[config.mk]
export PLATFORM = sky130hd
export DESIGN_NAME = i2c_bridge_top
export DESIGN_NICKNAME = d
export VERILOG_FILES = /design/src/verilog/bridge_cmd_pkg.sv /design/src/verilog/i2c_bus_pkg.sv /design/src/verilog/i2c_bridge_top.sv /design/src/verilog/i2c_byte_master.sv /design/src/verilog/i2c_handler.sv
export VERILOG_INCLUDE_DIRS = /design/src /design/src/include
export SDC_FILE = /design/constraint.sdc
export NUM_CORES = 1
export LEC_CHECK = 0
export ABC_AREA = 1
export BUFFER_PORTS_ARGS = -buffer_cell sky130_fd_sc_hd__buf_2
export CORE_MARGIN = 4
export CORE_UTILIZATION = 35
export CTS_BUF_LIST = sky130_fd_sc_hd__clkbuf_4 sky130_fd_sc_hd__clkbuf_8
export DETAILED_ROUTE_END_ITERATION = 8
export GPL_ROUTABILITY_DRIVEN = 0
export PLACE_DENSITY_LB_ADDON = 0.12
export REMOVE_ABC_BUFFERS = 1
export SETUP_SLACK_MARGIN = 0.15
export SYNTH_ARGS = -nofsm -noshare
export SYNTH_HDL_FRONTEND = slang
export SYNTH_HIERARCHICAL = 1
export SYNTH_SLANG_ARGS = --single-unit
[constraint.sdc]
create_clock -name clk -period 3 [get_ports clk]
set_clock_uncertainty 0.15 [all_clocks]
set_input_delay 0.15 -clock clk [delete_from_list [all_inputs] [get_ports clk]]
set_output_delay 0.15 -clock clk [all_outputs]
set_load 0.1 [all_outputs]
[src/include/i2c_bridge_config.svh]
// Buffer depths, SCL pacing and reset device address of the I2C bridge
`ifndef I2C_BRIDGE_CONFIG_SVH
`define I2C_BRIDGE_CONFIG_SVH

// Largest number of data bytes in one write command
`define WRITE_BUF_DEPTH 32

// Largest length accepted by a read command
`define READ_BUF_DEPTH 32

// clk cycles per SCL half period
`define SCL_HALF_PERIOD 8

// 7-bit device address after reset
`define RESET_DEV_ADDR 7'h50

`endif

[src/verilog/bridge_cmd_pkg.sv]
// Host-side types: command opcodes, command beat and upload beat
package bridge_cmd_pkg;

    // Frame opcodes, OP_STATUS only appears on the upload stream
    typedef enum logic [7:0] {
        OP_CONFIG = 8'h04,
        OP_WRITE  = 8'h05,
        OP_READ   = 8'h06,
        OP_STATUS = 8'h07
    } cmd_op_e;

    // One byte of a command frame
    typedef struct packed {
        cmd_op_e    op;
        logic [7:0] data;
        logic       last;
    } cmd_beat_t;

    // One byte returned to the host
    typedef struct packed {
        cmd_op_e    source;
        logic [7:0] data;
        logic       last;
    } upload_beat_t;

endpackage

[src/verilog/i2c_bus_pkg.sv]
// Bus-side types: operation enum, register request and response
package i2c_bus_pkg;

    typedef enum logic {
        BUS_WRITE = 1'b0,
        BUS_READ  = 1'b1
    } i2c_op_e;

    // Single-byte register transfer with a 16-bit register address
    typedef struct packed {
        i2c_op_e     op;
        logic [6:0]  dev_addr;
        logic [15:0] reg_addr;
        logic [7:0]  wdata;
    } i2c_req_t;

    // Read byte and folded ACK result
    typedef struct packed {
        logic [7:0] rdata;
        logic       nak;
    } i2c_rsp_t;

endpackage

[src/verilog/i2c_bridge_top.sv]
// Top level of the command-to-I2C bridge, handler plus byte master
`timescale 1ns/1ps

module i2c_bridge_top (
    input  logic                         clk,
    input  logic                         rst_n,
    input  logic                         cmd_valid,
    output logic                         cmd_ready,
    input  bridge_cmd_pkg::cmd_beat_t    cmd,
    output logic                         upload_valid,
    input  logic                         upload_ready,
    output bridge_cmd_pkg::upload_beat_t upload,
    output logic                         scl,
    output logic                         sda_oe,
    input  logic                         sda_in
);

    logic                  req_valid;
    logic                  req_ready;
    i2c_bus_pkg::i2c_req_t req;
    logic                  rsp_valid;
    i2c_bus_pkg::i2c_rsp_t rsp;

    i2c_handler u_handler (
        .clk(clk), .rst_n(rst_n),
        .cmd_valid(cmd_valid), .cmd_ready(cmd_ready), .cmd(cmd),
        .upload_valid(upload_valid), .upload_ready(upload_ready), .upload(upload),
        .req_valid(req_valid), .req_ready(req_ready), .req(req),
        .rsp_valid(rsp_valid), .rsp(rsp)
    );

    i2c_byte_master u_master (
        .clk(clk), .rst_n(rst_n),
        .req_valid(req_valid), .req_ready(req_ready), .req(req),
        .rsp_valid(rsp_valid), .rsp(rsp),
        .scl(scl), .sda_oe(sda_oe), .sda_in(sda_in)
    );

endmodule

[src/verilog/i2c_byte_master.sv]
// Bit-level I2C master doing one 16-bit-addressed register byte write or read
`timescale 1ns/1ps
`include "i2c_bridge_config.svh"

module i2c_byte_master (
    input  logic                  clk,
    input  logic                  rst_n,
    input  logic                  req_valid,
    output logic                  req_ready,
    input  i2c_bus_pkg::i2c_req_t req,
    output logic                  rsp_valid,
    output i2c_bus_pkg::i2c_rsp_t rsp,
    output logic                  scl,
    output logic                  sda_oe,
    input  logic                  sda_in
);

    localparam int HALF  = `SCL_HALF_PERIOD;
    localparam int CNT_W = $clog2(HALF + 1);

    typedef enum logic [3:0] {
        PH_IDLE, PH_START, PH_ADDR, PH_REG_HI, PH_REG_LO, PH_DATA,
        PH_RSTART, PH_RADDR, PH_RDATA, PH_MNAK, PH_STOP
    } phase_e;

    phase_e                phase;
    i2c_bus_pkg::i2c_req_t req_q;
    logic [CNT_W-1:0]      cnt;
    logic                  half;     // high half of the SCL period
    logic [3:0]            bit_cnt;
    logic [7:0]            shifter;
    logic [7:0]            rx;
    logic                  nak_acc;

    logic                  mid;
    logic                  tick;
    logic                  wr_byte;
    logic                  last_bit;

    assign req_ready = (phase == PH_IDLE);
    assign mid       = (cnt == CNT_W'(HALF / 2 - 1));
    assign tick      = (cnt == CNT_W'(HALF - 1));
    assign wr_byte   = phase inside {PH_ADDR, PH_REG_HI, PH_REG_LO, PH_DATA, PH_RADDR};

    always_comb begin
        case (phase)
            PH_RDATA: last_bit = (bit_cnt == 4'd7);
            PH_MNAK:  last_bit = 1'b1;
            default:  last_bit = (bit_cnt == 4'd8);
        endcase
    end

    always_ff @(posedge clk) begin
        if (req_valid && req_ready) req_q <= req;
    end

    // ==================================================
    // Bus sequencer
    // ==================================================
    always_ff @(posedge clk or negedge rst_n) begin
        if (!rst_n) begin
            phase     <= PH_IDLE;
            cnt       <= '0;
            half      <= 1'b1;
            bit_cnt   <= '0;
            shifter   <= '0;
            rx        <= '0;
            nak_acc   <= 1'b0;
            scl       <= 1'b1;
            sda_oe    <= 1'b0;
            rsp_valid <= 1'b0;
            rsp       <= '0;
        end else begin
            rsp_valid <= 1'b0;
            if (phase == PH_IDLE) begin
                cnt <= '0;
                if (req_valid) begin
                    phase   <= PH_START;
                    half    <= 1'b1;
                    nak_acc <= 1'b0;
                end
            end else begin
                cnt <= tick ? '0 : cnt + 1'b1;

                // SDA moves mid-half, clear of the SCL edges
                if (mid) begin
                    case (phase)
                        PH_START:  sda_oe <= 1'b1;
                        PH_RSTART: sda_oe <= half;
                        PH_STOP:   sda_oe <= !half;
                        default: begin
                            if (!half) sda_oe <= wr_byte && (bit_cnt < 4'd8) && !shifter[7];
                        end
                    endcase
                end

                if (tick && !half) begin
                    scl  <= 1'b1;
                    half <= 1'b1;
                end else if (tick) begin
                    scl     <= 1'b0;
                    half    <= 1'b0;
                    bit_cnt <= bit_cnt + 4'd1;
                    shifter <= {shifter[6:0], 1'b0};
                    // Sample at the end of SCL high
                    if (wr_byte && bit_cnt == 4'd8) nak_acc <= nak_acc | sda_in;
                    if (phase == PH_RDATA) rx <= {rx[6:0], sda_in};
                    case (phase)
                        PH_START: begin
                            phase   <= PH_ADDR;
                            bit_cnt <= '0;
                            shifter <= {req_q.dev_addr, 1'b0};
                        end
                        PH_RSTART: begin
                            phase   <= PH_RADDR;
                            bit_cnt <= '0;
                            shifter <= {req_q.dev_addr, 1'b1};
                        end
                        PH_STOP: begin
                            scl       <= 1'b1;
                            half      <= 1'b1;
                            phase     <= PH_IDLE;
                            rsp_valid <= 1'b1;
                            rsp       <= '{rdata: rx, nak: nak_acc};
                        end
                        default: begin
                            if (last_bit) begin
                                bit_cnt <= '0;
                                case (phase)
                                    PH_ADDR: begin
                                        phase   <= PH_REG_HI;
                                        shifter <= req_q.reg_addr[15:8];
                                    end
                                    PH_REG_HI: begin
                                        phase   <= PH_REG_LO;
                                        shifter <= req_q.reg_addr[7:0];
                                    end
                                    PH_REG_LO: begin
                                        phase   <= (req_q.op == i2c_bus_pkg::BUS_READ) ?
                                                   PH_RSTART : PH_DATA;
                                        shifter <= req_q.wdata;
                                    end
                                    PH_RADDR: phase <= PH_RDATA;
                                    PH_RDATA: phase <= PH_MNAK;
                                    default:  phase <= PH_STOP;
                                endcase
                            end
                        end
                    endcase
                end
            end
        end
    end

    a_sda_scl_low: assert property (@(posedge clk) disable iff (!rst_n)
        (sda_oe != $past(sda_oe)) && !(phase inside {PH_START, PH_RSTART, PH_STOP})
        |-> !scl && !$past(scl));

endmodule

[src/verilog/i2c_handler.sv]
// Command parser, write and read buffers, transfer sequencer and upload engine
`timescale 1ns/1ps
`include "i2c_bridge_config.svh"

module i2c_handler (
    input  logic                         clk,
    input  logic                         rst_n,
    input  logic                         cmd_valid,
    output logic                         cmd_ready,
    input  bridge_cmd_pkg::cmd_beat_t    cmd,
    output logic                         upload_valid,
    input  logic                         upload_ready,
    output bridge_cmd_pkg::upload_beat_t upload,
    output logic                         req_valid,
    input  logic                         req_ready,
    output i2c_bus_pkg::i2c_req_t        req,
    input  logic                         rsp_valid,
    input  i2c_bus_pkg::i2c_rsp_t        rsp
);

    localparam int IDX_W = $clog2(`WRITE_BUF_DEPTH + 3);
    localparam int PTR_W = $clog2(`WRITE_BUF_DEPTH + `READ_BUF_DEPTH + 1);
    localparam int WA_W  = $clog2(`WRITE_BUF_DEPTH);
    localparam int RA_W  = $clog2(`READ_BUF_DEPTH);

    typedef enum logic [2:0] {
        ST_IDLE, ST_PARSE, ST_DISCARD, ST_WRITE, ST_READ, ST_UPLOAD, ST_STATUS
    } state_e;

    state_e                  state;
    bridge_cmd_pkg::cmd_op_e frame_op;
    logic [IDX_W-1:0]        byte_idx;
    logic [6:0]              dev_addr;
    logic [15:0]             reg_addr;
    logic [7:0]              len_hi;
    logic [PTR_W-1:0]        len;
    logic [PTR_W-1:0]        ptr;
    logic                    busy;
    logic [7:0]              wbuf [`WRITE_BUF_DEPTH];
    logic [7:0]              rbuf [`READ_BUF_DEPTH];

    logic                    parsing;
    logic                    beat_fire;
    logic [IDX_W-1:0]        idx;
    logic [IDX_W-1:0]        widx;
    bridge_cmd_pkg::cmd_op_e op;
    logic [15:0]             read_len;
    logic                    frame_bad;
    logic                    frame_ok;

    // ==================================================
    // Frame decode
    // ==================================================
    assign parsing   = (state == ST_IDLE) || (state == ST_PARSE);
    assign cmd_ready = parsing || (state == ST_DISCARD);
    assign beat_fire = cmd_valid && cmd_ready;
    // First beat of a frame has index 0 and fixes the frame opcode
    assign idx       = (state == ST_IDLE) ? '0 : byte_idx;
    assign op        = (state == ST_IDLE) ? cmd.op : frame_op;
    assign widx      = idx - IDX_W'(2);
    assign read_len  = {len_hi, cmd.data};

    always_comb begin
        frame_bad = (cmd.op != op);
        frame_ok  = 1'b0;
        case (op)
            bridge_cmd_pkg::OP_CONFIG: frame_ok = 1'b1;
            bridge_cmd_pkg::OP_WRITE:  frame_ok = (idx >= IDX_W'(2));
            bridge_cmd_pkg::OP_READ:   frame_ok = (idx == IDX_W'(3)) && (read_len != 16'd0) &&
                                                  (read_len <= 16'(`READ_BUF_DEPTH));
            default:                   frame_bad = 1'b1;
        endcase
        // Too many bytes for the opcode
        if (op == bridge_cmd_pkg::OP_CONFIG && idx != '0)
            frame_bad = 1'b1;
        if (op == bridge_cmd_pkg::OP_WRITE && idx >= IDX_W'(`WRITE_BUF_DEPTH + 2))
            frame_bad = 1'b1;
        if (op == bridge_cmd_pkg::OP_READ && idx > IDX_W'(3))
            frame_bad = 1'b1;
    end

    assign req.op       = (state == ST_READ) ? i2c_bus_pkg::BUS_READ : i2c_bus_pkg::BUS_WRITE;
    assign req.dev_addr = dev_addr;
    assign req.reg_addr = reg_addr;
    assign req.wdata    = wbuf[ptr[WA_W-1:0]];

    always_ff @(posedge clk) begin
        if (beat_fire && parsing && op == bridge_cmd_pkg::OP_WRITE && !frame_bad &&
            idx >= IDX_W'(2))
            wbuf[widx[WA_W-1:0]] <= cmd.data;
        if (rsp_valid && state == ST_READ)
            rbuf[ptr[RA_W-1:0]] <= rsp.rdata;
    end

    // ==================================================
    // Sequencer
    // ==================================================
    always_ff @(posedge clk or negedge rst_n) begin
        if (!rst_n) begin
            state        <= ST_IDLE;
            frame_op     <= bridge_cmd_pkg::OP_CONFIG;
            byte_idx     <= '0;
            dev_addr     <= `RESET_DEV_ADDR;
            reg_addr     <= '0;
            len_hi       <= '0;
            len          <= '0;
            ptr          <= '0;
            busy         <= 1'b0;
            req_valid    <= 1'b0;
            upload_valid <= 1'b0;
            upload       <= '0;
        end else begin
            case (state)
                ST_IDLE, ST_PARSE: begin
                    if (beat_fire) begin
                        frame_op <= op;
                        byte_idx <= idx + 1'b1;
                        ptr      <= '0;
                        if (idx == IDX_W'(0)) reg_addr[15:8] <= cmd.data;
                        if (idx == IDX_W'(1)) reg_addr[7:0]  <= cmd.data;
                        if (idx == IDX_W'(2)) len_hi         <= cmd.data;
                        if (!cmd.last) begin
                            state <= frame_bad ? ST_DISCARD : ST_PARSE;
                        end else begin
                            state <= ST_IDLE;
                            if (!frame_bad && frame_ok) begin
                                case (op)
                                    bridge_cmd_pkg::OP_WRITE: begin
                                        len   <= PTR_W'(idx - 1'b1);
                                        state <= ST_WRITE;
                                    end
                                    bridge_cmd_pkg::OP_READ: begin
                                        len   <= PTR_W'(read_len);
                                        state <= ST_READ;
                                    end
                                    default: dev_addr <= cmd.data[6:0];
                                endcase
                            end
                        end
                    end
                end
                ST_DISCARD: begin
                    if (beat_fire && cmd.last) state <= ST_IDLE;
                end
                ST_WRITE, ST_READ: begin
                    if (!busy && !req_valid) req_valid <= 1'b1;
                    if (req_valid && req_ready) begin
                        req_valid <= 1'b0;
                        busy      <= 1'b1;
                    end
                    // One register address and buffer slot per transfer
                    if (rsp_valid) begin
                        busy     <= 1'b0;
                        ptr      <= ptr + 1'b1;
                        reg_addr <= reg_addr + 16'd1;
                        if (rsp.nak) begin
                            state <= ST_STATUS;
                        end else if (ptr + 1'b1 == len) begin
                            ptr   <= '0;
                            state <= (state == ST_READ) ? ST_UPLOAD : ST_IDLE;
                        end
                    end
                end
                ST_UPLOAD: begin
                    if (!upload_valid || upload_ready) begin
                        if (upload_valid && upload.last) begin
                            upload_valid <= 1'b0;
                            state        <= ST_IDLE;
                        end else begin
                            upload_valid  <= 1'b1;
                            upload.source <= bridge_cmd_pkg::OP_READ;
                            upload.data   <= rbuf[ptr[RA_W-1:0]];
                            upload.last   <= (ptr + 1'b1 == len);
                            ptr           <= ptr + 1'b1;
                        end
                    end
                end
                default: begin
                    // Device NAK reported as a single status byte
                    if (!upload_valid) begin
                        upload_valid <= 1'b1;
                        upload       <= '{source: bridge_cmd_pkg::OP_STATUS, data: 8'h01,
                                          last: 1'b1};
                    end else if (upload_ready) begin
                        upload_valid <= 1'b0;
                        state        <= ST_IDLE;
                    end
                end
            endcase
        end
    end

    a_upload_stable: assert property (@(posedge clk) disable iff (!rst_n)
        upload_valid && !upload_ready |=> upload_valid && $stable(upload));

    // A new request only appears while the bus master is idle
    a_one_in_flight: assert property (@(posedge clk) disable iff (!rst_n)
        $rose(req_valid) |-> req_ready);

endmodule
==> results of run 1 <==
==> layout make-up <==
class / count / area [sq um] / share of cell area
clock buffers: 153 / 1937 / 0.05813
inverters: 150 / 578.1 / 0.01735
clock inverters: 48 / 339.1 / 0.01018
repair buffers: 244 / 2047 / 0.06143
flip-flops and latches: 662 / 19300 / 0.5793
well taps: 1050 / 1314 / 0.03943
multi-input cells: 1570 / 7805 / 0.2342
==> cells in the final DEF, fill, tap and decap left out, types with 36 or more instances in the layout <==
master    instances
nor2_1          408
clkbuf_8        126
o21ai_0         320
nand2_1         337
dfrtp_1         111
edfxtp_1        544
nand3_1         105
inv_1           136
buf_4           151
buf_2            36
o22ai_1         135
a21oi_1          38
==> metrics by stage <==
stage               utilization  instance area [sq um]  setup TNS (ps)
floorplan                     -                  27490        -1470040
global placement         0.3844                  30410               0
detailed placement       0.3844                  30410               0
CTS                      0.4178                  33060               0
global route             0.4211                  33320               0
finish                   0.4211                  33320               0
==> final timing paths <==
kind | depth (start not counted) | slack, ps | end
min in group asynchronous | 3 | 490 | u_master/half
min | 4 | 70 | u_handler/frame_op[4]
max | 14 | 160 | u_handler/wbuf[15][3]
max reg2reg | 14 | 160 | u_handler/wbuf[15][3]
min reg2reg | 0 | 310 | u_master/req_q[25]
max in group asynchronous | 4 | 1740 | u_handler/frame_op[2]
==> layer usage <==
metal	vias up	share of wire
met4	0	0.024
met5	-	0
met3	111	0.051
met1	9764	0.46
met2	596	0.46
li1	9346	-
==> cell families after synthesis <==
kind of cell    after synthesis
compound gates              568
xor+xnor                     24
fa+ha+maj                    15
buf+inv                     271
flops                       662
mux                           1
other cells                   1
simple gates                956
==> registers in the layout, summed over array words and instances, names as in the netlist, 3 cells and up <==
register and count:
u_handler/byte_idx 6, u_handler/dev_addr 7, u_handler/frame_op 8, u_handler/len 7, u_handler/len_hi 8, u_handler/ptr 7
u_handler/rbuf 256, u_handler/reg_addr 16, u_handler/state 3, u_handler/upload 11, u_handler/wbuf 256, u_master/bit_cnt 4
u_master/cnt 4, u_master/phase 4, u_master/req_q 32, u_master/rsp 9, u_master/rx 8, u_master/shifter 8
==> repair_timing <==
action,4_1_cts,5_1_grt
resized for setup,10,63
setup buffers,7,7
gates cloned,1,1
setup endpoints to repair,175,332
pin swaps,5,13
hold endpoints to repair,419,0
hold buffers,25,0
==> critical path: stages (launching register included) <==
cell and delay [ps]:
dfrtp_1 400, nor2_4 200, nand2_4 120, buf_6 160, nand2_2 60, ha_2 180
nand3_2 90, o21ai_2 130, nand2_1 90, nor4_2 250, buf_4 190, nand2_2 70
buf_12 160, nor2_1 90, buf_4 180
==> power by group <==
part	internal, W	leakage [nW]	switching [W]
Combinational	0.0000877	5.04	0.000291
Clock	0.00445	1.19	0.00367
Sequential	0.00990	5.78	0.0000127
==> results.tsv, run 1 <==
stage	metric	value	unit
synthesis	adder-cell share of the synthesized area	0.006701	
global_routing	initial antenna violation count	0	
place	Post-DP HPWL	50490	um
power_and_ir_drop	static leakage	12.01	nW
synthesis	Synth Instances	2498	
die	IO Pins	43	
critical_path	CP Max Fanout	8	
clock_network	Clock Sinks	662	
layout	fin cells	3877	
clock_network	clk_lat worst skew	710	ps
route	# DRC	0	
global_routing	grt met2 use	0.2944	
sta	WHS	73.06	ps
route	via count	19817	
global_routing	GRT Util Overall	0.1839	
synthesis	Compound-Gate Fraction of Synth Area	0.1149	
synthesis	Post-synth EDFFs	544	
min_path	path type of the worst min-delay path	in2reg	
sta	final period utilization	0.9470	
power_and_ir_drop	overall power	0.01841	W
clock_network	maximum root-to-sink buffer count	3	
route	1st-pass router iterations	5	
route	WL final	79960	um
route	wire per inst	20.62	um
sta	count of final setup violators	0	
route	post-route ant nets	0	
layout	Nets	2774	
sta	Slew @ Worst Pin	812.6	ps
sta	Slew HR	0.4583	
critical_path	Worst EP arrival	3080	ps
synthesis	Top FF cell, synth	edfxtp_1	
layout	layout cells sized above 1	0.1786	
critical_path	origin of the worst setup path	u_handler/state[1]	
sta	worst setup margin	159.1	ps
clock_network	root buffer cell	clkbuf_8	
power_and_ir_drop	power per cell area	552.5	nW/um^2
die	Die Area	84610	sq um
place	Post-Place Setup Slack	106.2	ps
global_routing	vias in the first global route	19526	
sta	Fin. Hold Viols	0	
die	CORE AREA	79130	sq um
place	dpl cells	3635	
synthesis	asr flop ratio synth	0.1782	
critical_path	launching point of the worst reg2reg path	u_handler/state[1]	
die	DIE HEIGHT	290.9	um
global_routing	met1 usage	0.2614	
flow_run	max cap viols	0	
synthesis	Netlist cell types	48	
global_routing	largest net degree at the start of global routing	130	
global_routing	M3 GR Usage	0.02991	
synthesis	xor/xnor cell area share of the yosys netlist	0.007505	
layout	ant diodes	0	
critical_path	Critical Path Sink Type	flip-flop	
route	vias per inst	5.111	
place	Port Buffer Count	37	
synthesis	main combinational cell family by area after synthesis	simple AND/OR/NAND/NOR gates	
global_routing	first-pass GRT wire length	120200	um
layout	number of filler cells placed in the layout	7571	
synthesis	most numerous cell in the Yosys netlist	edfxtp_1	
sta	RSZ-0062 raised after global routing	yes	
synthesis	syn_area_per_cell	11.21	sq um
power_and_ir_drop	worst vdd ir	313.6	uV
synthesis	synth top area cells	edfxtp_1 (58%), dfrtp_1 (10%), o21ai_0 (5.7%)	
clock_network	CTS tree	done	
critical_path	startpoint class of the critical path	flip-flop	
synthesis	share of the synthesized area in the top cell type	0.5832	
clock_network	htree depth	3	
sta	Slew Limit Fails	0	
global_routing	GR Overflow Total	0	
sta	Min Clock Period, post-route	2841	ps
clock_network	clk slew on worst S/H paths	60	ps
synthesis	top post-synthesis cells by count	edfxtp_1 (544), nor2_1 (426), nand2_1 (348)	
clock_network	CTS Buf Count	109	
die	starting density of the core	0.3540	
run_status	status	completed	
sta	Max Fclk	352.0	MHz
synthesis	cell taking the most area after synthesis	edfxtp_1	
critical_path	critical path type	reg2reg	
synthesis	register area share after synthesis	0.6889	
min_path	hold path start	cmd[13]	
layout	area grow syn2layout	18.97	%
route	DRT iter0 DRCs	1622	
synthesis	#FFs+latches synth	662	
die	die width	290.9	um
global_routing	GRT busiest layer	met2	
synthesis	Post-Syn Area	28010	sq um
critical_path	CP required	3240	ps
die	Rows	103	
synthesis	mux share of post-synthesis cell area	0.0004021	
synthesis	simple-gate share of the synthesized area	0.1421	
synthesis	total number of yosys warnings	6	
(Power assumes the default switching activity.)
==> run 2: changes to the inputs <==
Settings changed: CORE_MARGIN 4 to 2, CTS_BUF_LIST sky130_fd_sc_hd__clkbuf_4 sky130_fd_sc_hd__clkbuf_8 to sky130_fd_sc_hd__clkbuf_8, RECOVER_POWER set to 25.
==> results.tsv, run 2 (same netlist as run 1, synthesis figures left out) <==
stage	metric	value	unit	change
critical_path	crit-path max cell delay	410	ps	about the same
min_path	path type of the worst min-delay path	in2reg		
sta	final period utilization	0.9565		+0.009529
power_and_ir_drop	P_int	0.01395	W	-3.4%
place	dpl cells	3633		-0.055%
critical_path	crit-path most repeated cell	nand2_2		
sta	Max Fclk	348.5	MHz	-1.0%
clock_network	root buffer cell	clkbuf_8		
global_routing	GR Overflow Total	0		unchanged
global_routing	GRT Util Overall	0.1932		+0.009276
die	Die Area	82300	sq um	-2.7%
route	1st-pass router iterations	5		unchanged
critical_path	slowest cell on the critical path	dfrtp_1		
die	DIE HEIGHT	286.9	um	-1.4%
power_and_ir_drop	switch share	0.2228		+0.006830
critical_path	Worst EP arrival	3150	ps	+70 ps
layout	most frequent cells in the layout	edfxtp_1 (544), nor2_1 (392), nand2_1 (324), o21ai_0 (319), inv_1 (171)		
global_routing	largest net degree at the start of global routing	130		unchanged
global_routing	initial antenna violation count	3		+3
die	starting density of the core	0.3540		unchanged
critical_path	Buf+Inv Stages, Crit Path	6		+2
die	die width	286.9	um	-1.4%
critical_path	Critical Path Sink Type	flip-flop		
critical_path	CP required	3280	ps	+40 ps
layout	area grow syn2layout	19.75	%	
route	wire per inst	20.74	um	+0.58%
route	via count	19971		+0.78%
die	CORE AREA	79130	sq um	unchanged
critical_path	crit-path cells	nor2_4 -> buf_6 -> buf_8 -> nand3_2 -> nand2_1 -> nand2_2 -> nor2_4 -> nand2_2 -> inv_2 -> nand2_2 -> nor4_4 -> buf_6 -> nand2_4 -> buf_12 -> nor2_1 -> buf_4		
clock_network	htree depth	3		unchanged
die	Rows	103		unchanged
global_routing	first-pass GRT wire length	120100	um	about the same
power_and_ir_drop	worst vdd ir	331.5	uV	+5.7%
layout	combined area of the multi-input logic cells	8070	sq um	+3.4%
clock_network	clk slew on worst S/H paths	70	ps	about the same
sta	Slew Limit Fails	382		+382
sta	Min Clock Period, post-route	2869	ps	+28.59 ps
sta	Fin. Hold Viols	0		unchanged
layout	Seq. cell area	19300	sq um	unchanged
sta	Slew HR	-0.7297		-1.188
route	post-route ant nets	0		unchanged
critical_path	flop2flop setup slack	130	ps	-30 ps
power_and_ir_drop	Logic pwr share	0.022		about the same
run_status	failing checks	capacitance limit, slew limit		
clock_network	maximum root-to-sink buffer count	3		unchanged
critical_path	CP Max Fanout	8		unchanged
flow_run	max cap viols	11		+11
clock_network	Clock Sinks	662		unchanged
critical_path	startpoint class of the critical path	flip-flop		
route	DRT iter0 DRCs	1591		-1.9%
sta	worst setup margin	130.6	ps	-28.59 ps
sta	RSZ-0062 raised after global routing	yes		
die	IO Pins	43		unchanged
power_and_ir_drop	P_sw	0.003998	W	+0.56%
layout	Nets	2786		+0.43%
power_and_ir_drop	power per cell area	535.1	nW/um^2	-3.2%
power_and_ir_drop	clock power share	0.426		-0.015
power_and_ir_drop	Reg power frac	0.553		+0.015
sta	Slew @ Worst Pin	2594	ps	+1782 ps
layout	layout cells sized above 1	0.1742		-0.004400
min_path	Worst Hold End	u_handler/frame_op[3]		
power_and_ir_drop	static leakage	12.04	nW	+0.24%
layout	fin cells	3893		+0.41%
place	Port Buffer Count	37		unchanged
clock_network	clk_lat worst skew	730	ps	+20 ps
layout	most common cell after layout, fill and taps aside	edfxtp_1		
place	Post-DP HPWL	49820	um	-1.3%
run_status	status	finished with violations		
layout	number of filler cells placed in the layout	7618		+0.62%
route	vias per inst	5.130		+0.36%
sta	WHS	74.66	ps	+1.604 ps
place	Post-Place Setup Slack	-19.04	ps	-125.3 ps
sta	final setup TNS	0	ps	unchanged
critical_path	launching point of the worst reg2reg path	u_handler/state[2]		
critical_path	Worst Reg-to-Reg Cells	16		+2
clock_network	CTS tree	done		
min_path	hold path start	cmd[12]		
min_path	WHS Path Cells	4		unchanged
clock_network	CTS Buf Count	109		unchanged
route	# DRC	0		unchanged
route	WL final	80760	um	+1.0%
sta	count of final setup violators	0		unchanged
global_routing	vias in the first global route	19519		-0.036%
critical_path	CP top delay family	simple AND/OR/NAND/NOR gates		
layout	Final Core Density	0.4239		+0.002751
critical_path	reg2reg end	u_handler/wbuf[5][0]		
critical_path	critical path type	reg2reg		
==> run 2: what timing repair did <==
| item | CTS | global route |
|---|---|---|
| gates resized for setup | 35 | 137 |
| endpoints found under the hold margin | 419 | 0 |
| endpoints found under the setup margin | 270 | 351 |
| pin swaps | 8 | 25 |
| hold buffers | 31 | 0 |
| gates cloned | 3 | 1 |
| setup buffers | 7 | 13 |
==> run 2: cell type report <==
cell class	instances	area share
repair buffers	254	0.06435
multi-input cells	1571	0.2406
inverters	150	0.01761
well taps	1050	0.03917
repair inverters	1	0.0002238
diodes	2	0.0001492
clock inverters	89	0.01559
flip-flops and latches	662	0.5755
clock buffers	114	0.04678
==> run 2: routing by layer <==
metal / global-route usage / vias to the layer above / part of all wire
li1: - / 9381 / -
met1: 0.2710 / 9898 / 0.46
met4: 0.05729 / 0 / 0.025
met3: 0.03516 / 130 / 0.053
met5: 0 / - / 0
met2: 0.3060 / 562 / 0.47
==> run 2: metrics by stage <==
stage          instance area (sq um)  power (W)
2_1_floorplan                  27490    0.01023
3_3_place_gp                   30390    0.01045
3_5_place_dp                   30390    0.01044
4_1_cts                        32990    0.01816
5_1_grt                        33540    0.01858
6_report                       33540    0.01795
==> run 2: power by group through the flow <==
stage | clock [W] | sequential (W) | combinational (W)
2_1_floorplan | 0 | 0.0101 | 0.000103
5_1_grt | 0.00824 | 0.00991 | 0.000424
6_report | 0.00764 | 0.00992 | 0.000390
4_1_cts | 0.00787 | 0.00991 | 0.000380
3_5_place_dp | 0 | 0.0101 | 0.000345
3_3_place_gp | 0 | 0.0101 | 0.000347
==> run 2: worst max path at each step <==
stage                                       end  cells after the start                from
after global routing      u_handler/wbuf[25][0]                     16  u_handler/state[2]
final                      u_handler/wbuf[5][0]                     16  u_handler/state[2]
after floorplan                u_handler/ptr[0]                     12    u_handler/ptr[0]
after global placement    u_handler/wbuf[15][4]                     14  u_handler/state[1]
after detailed placement  u_handler/wbuf[30][0]                     14  u_handler/state[1]
after CTS                  u_handler/wbuf[9][6]                     16  u_handler/state[2]
==> run 2: tightest hold or removal path, stage by stage <==
cell	delay (ps)
dlygate4sd3_1	520
buf_2	120
nand2_1	50
o21ai_0	60
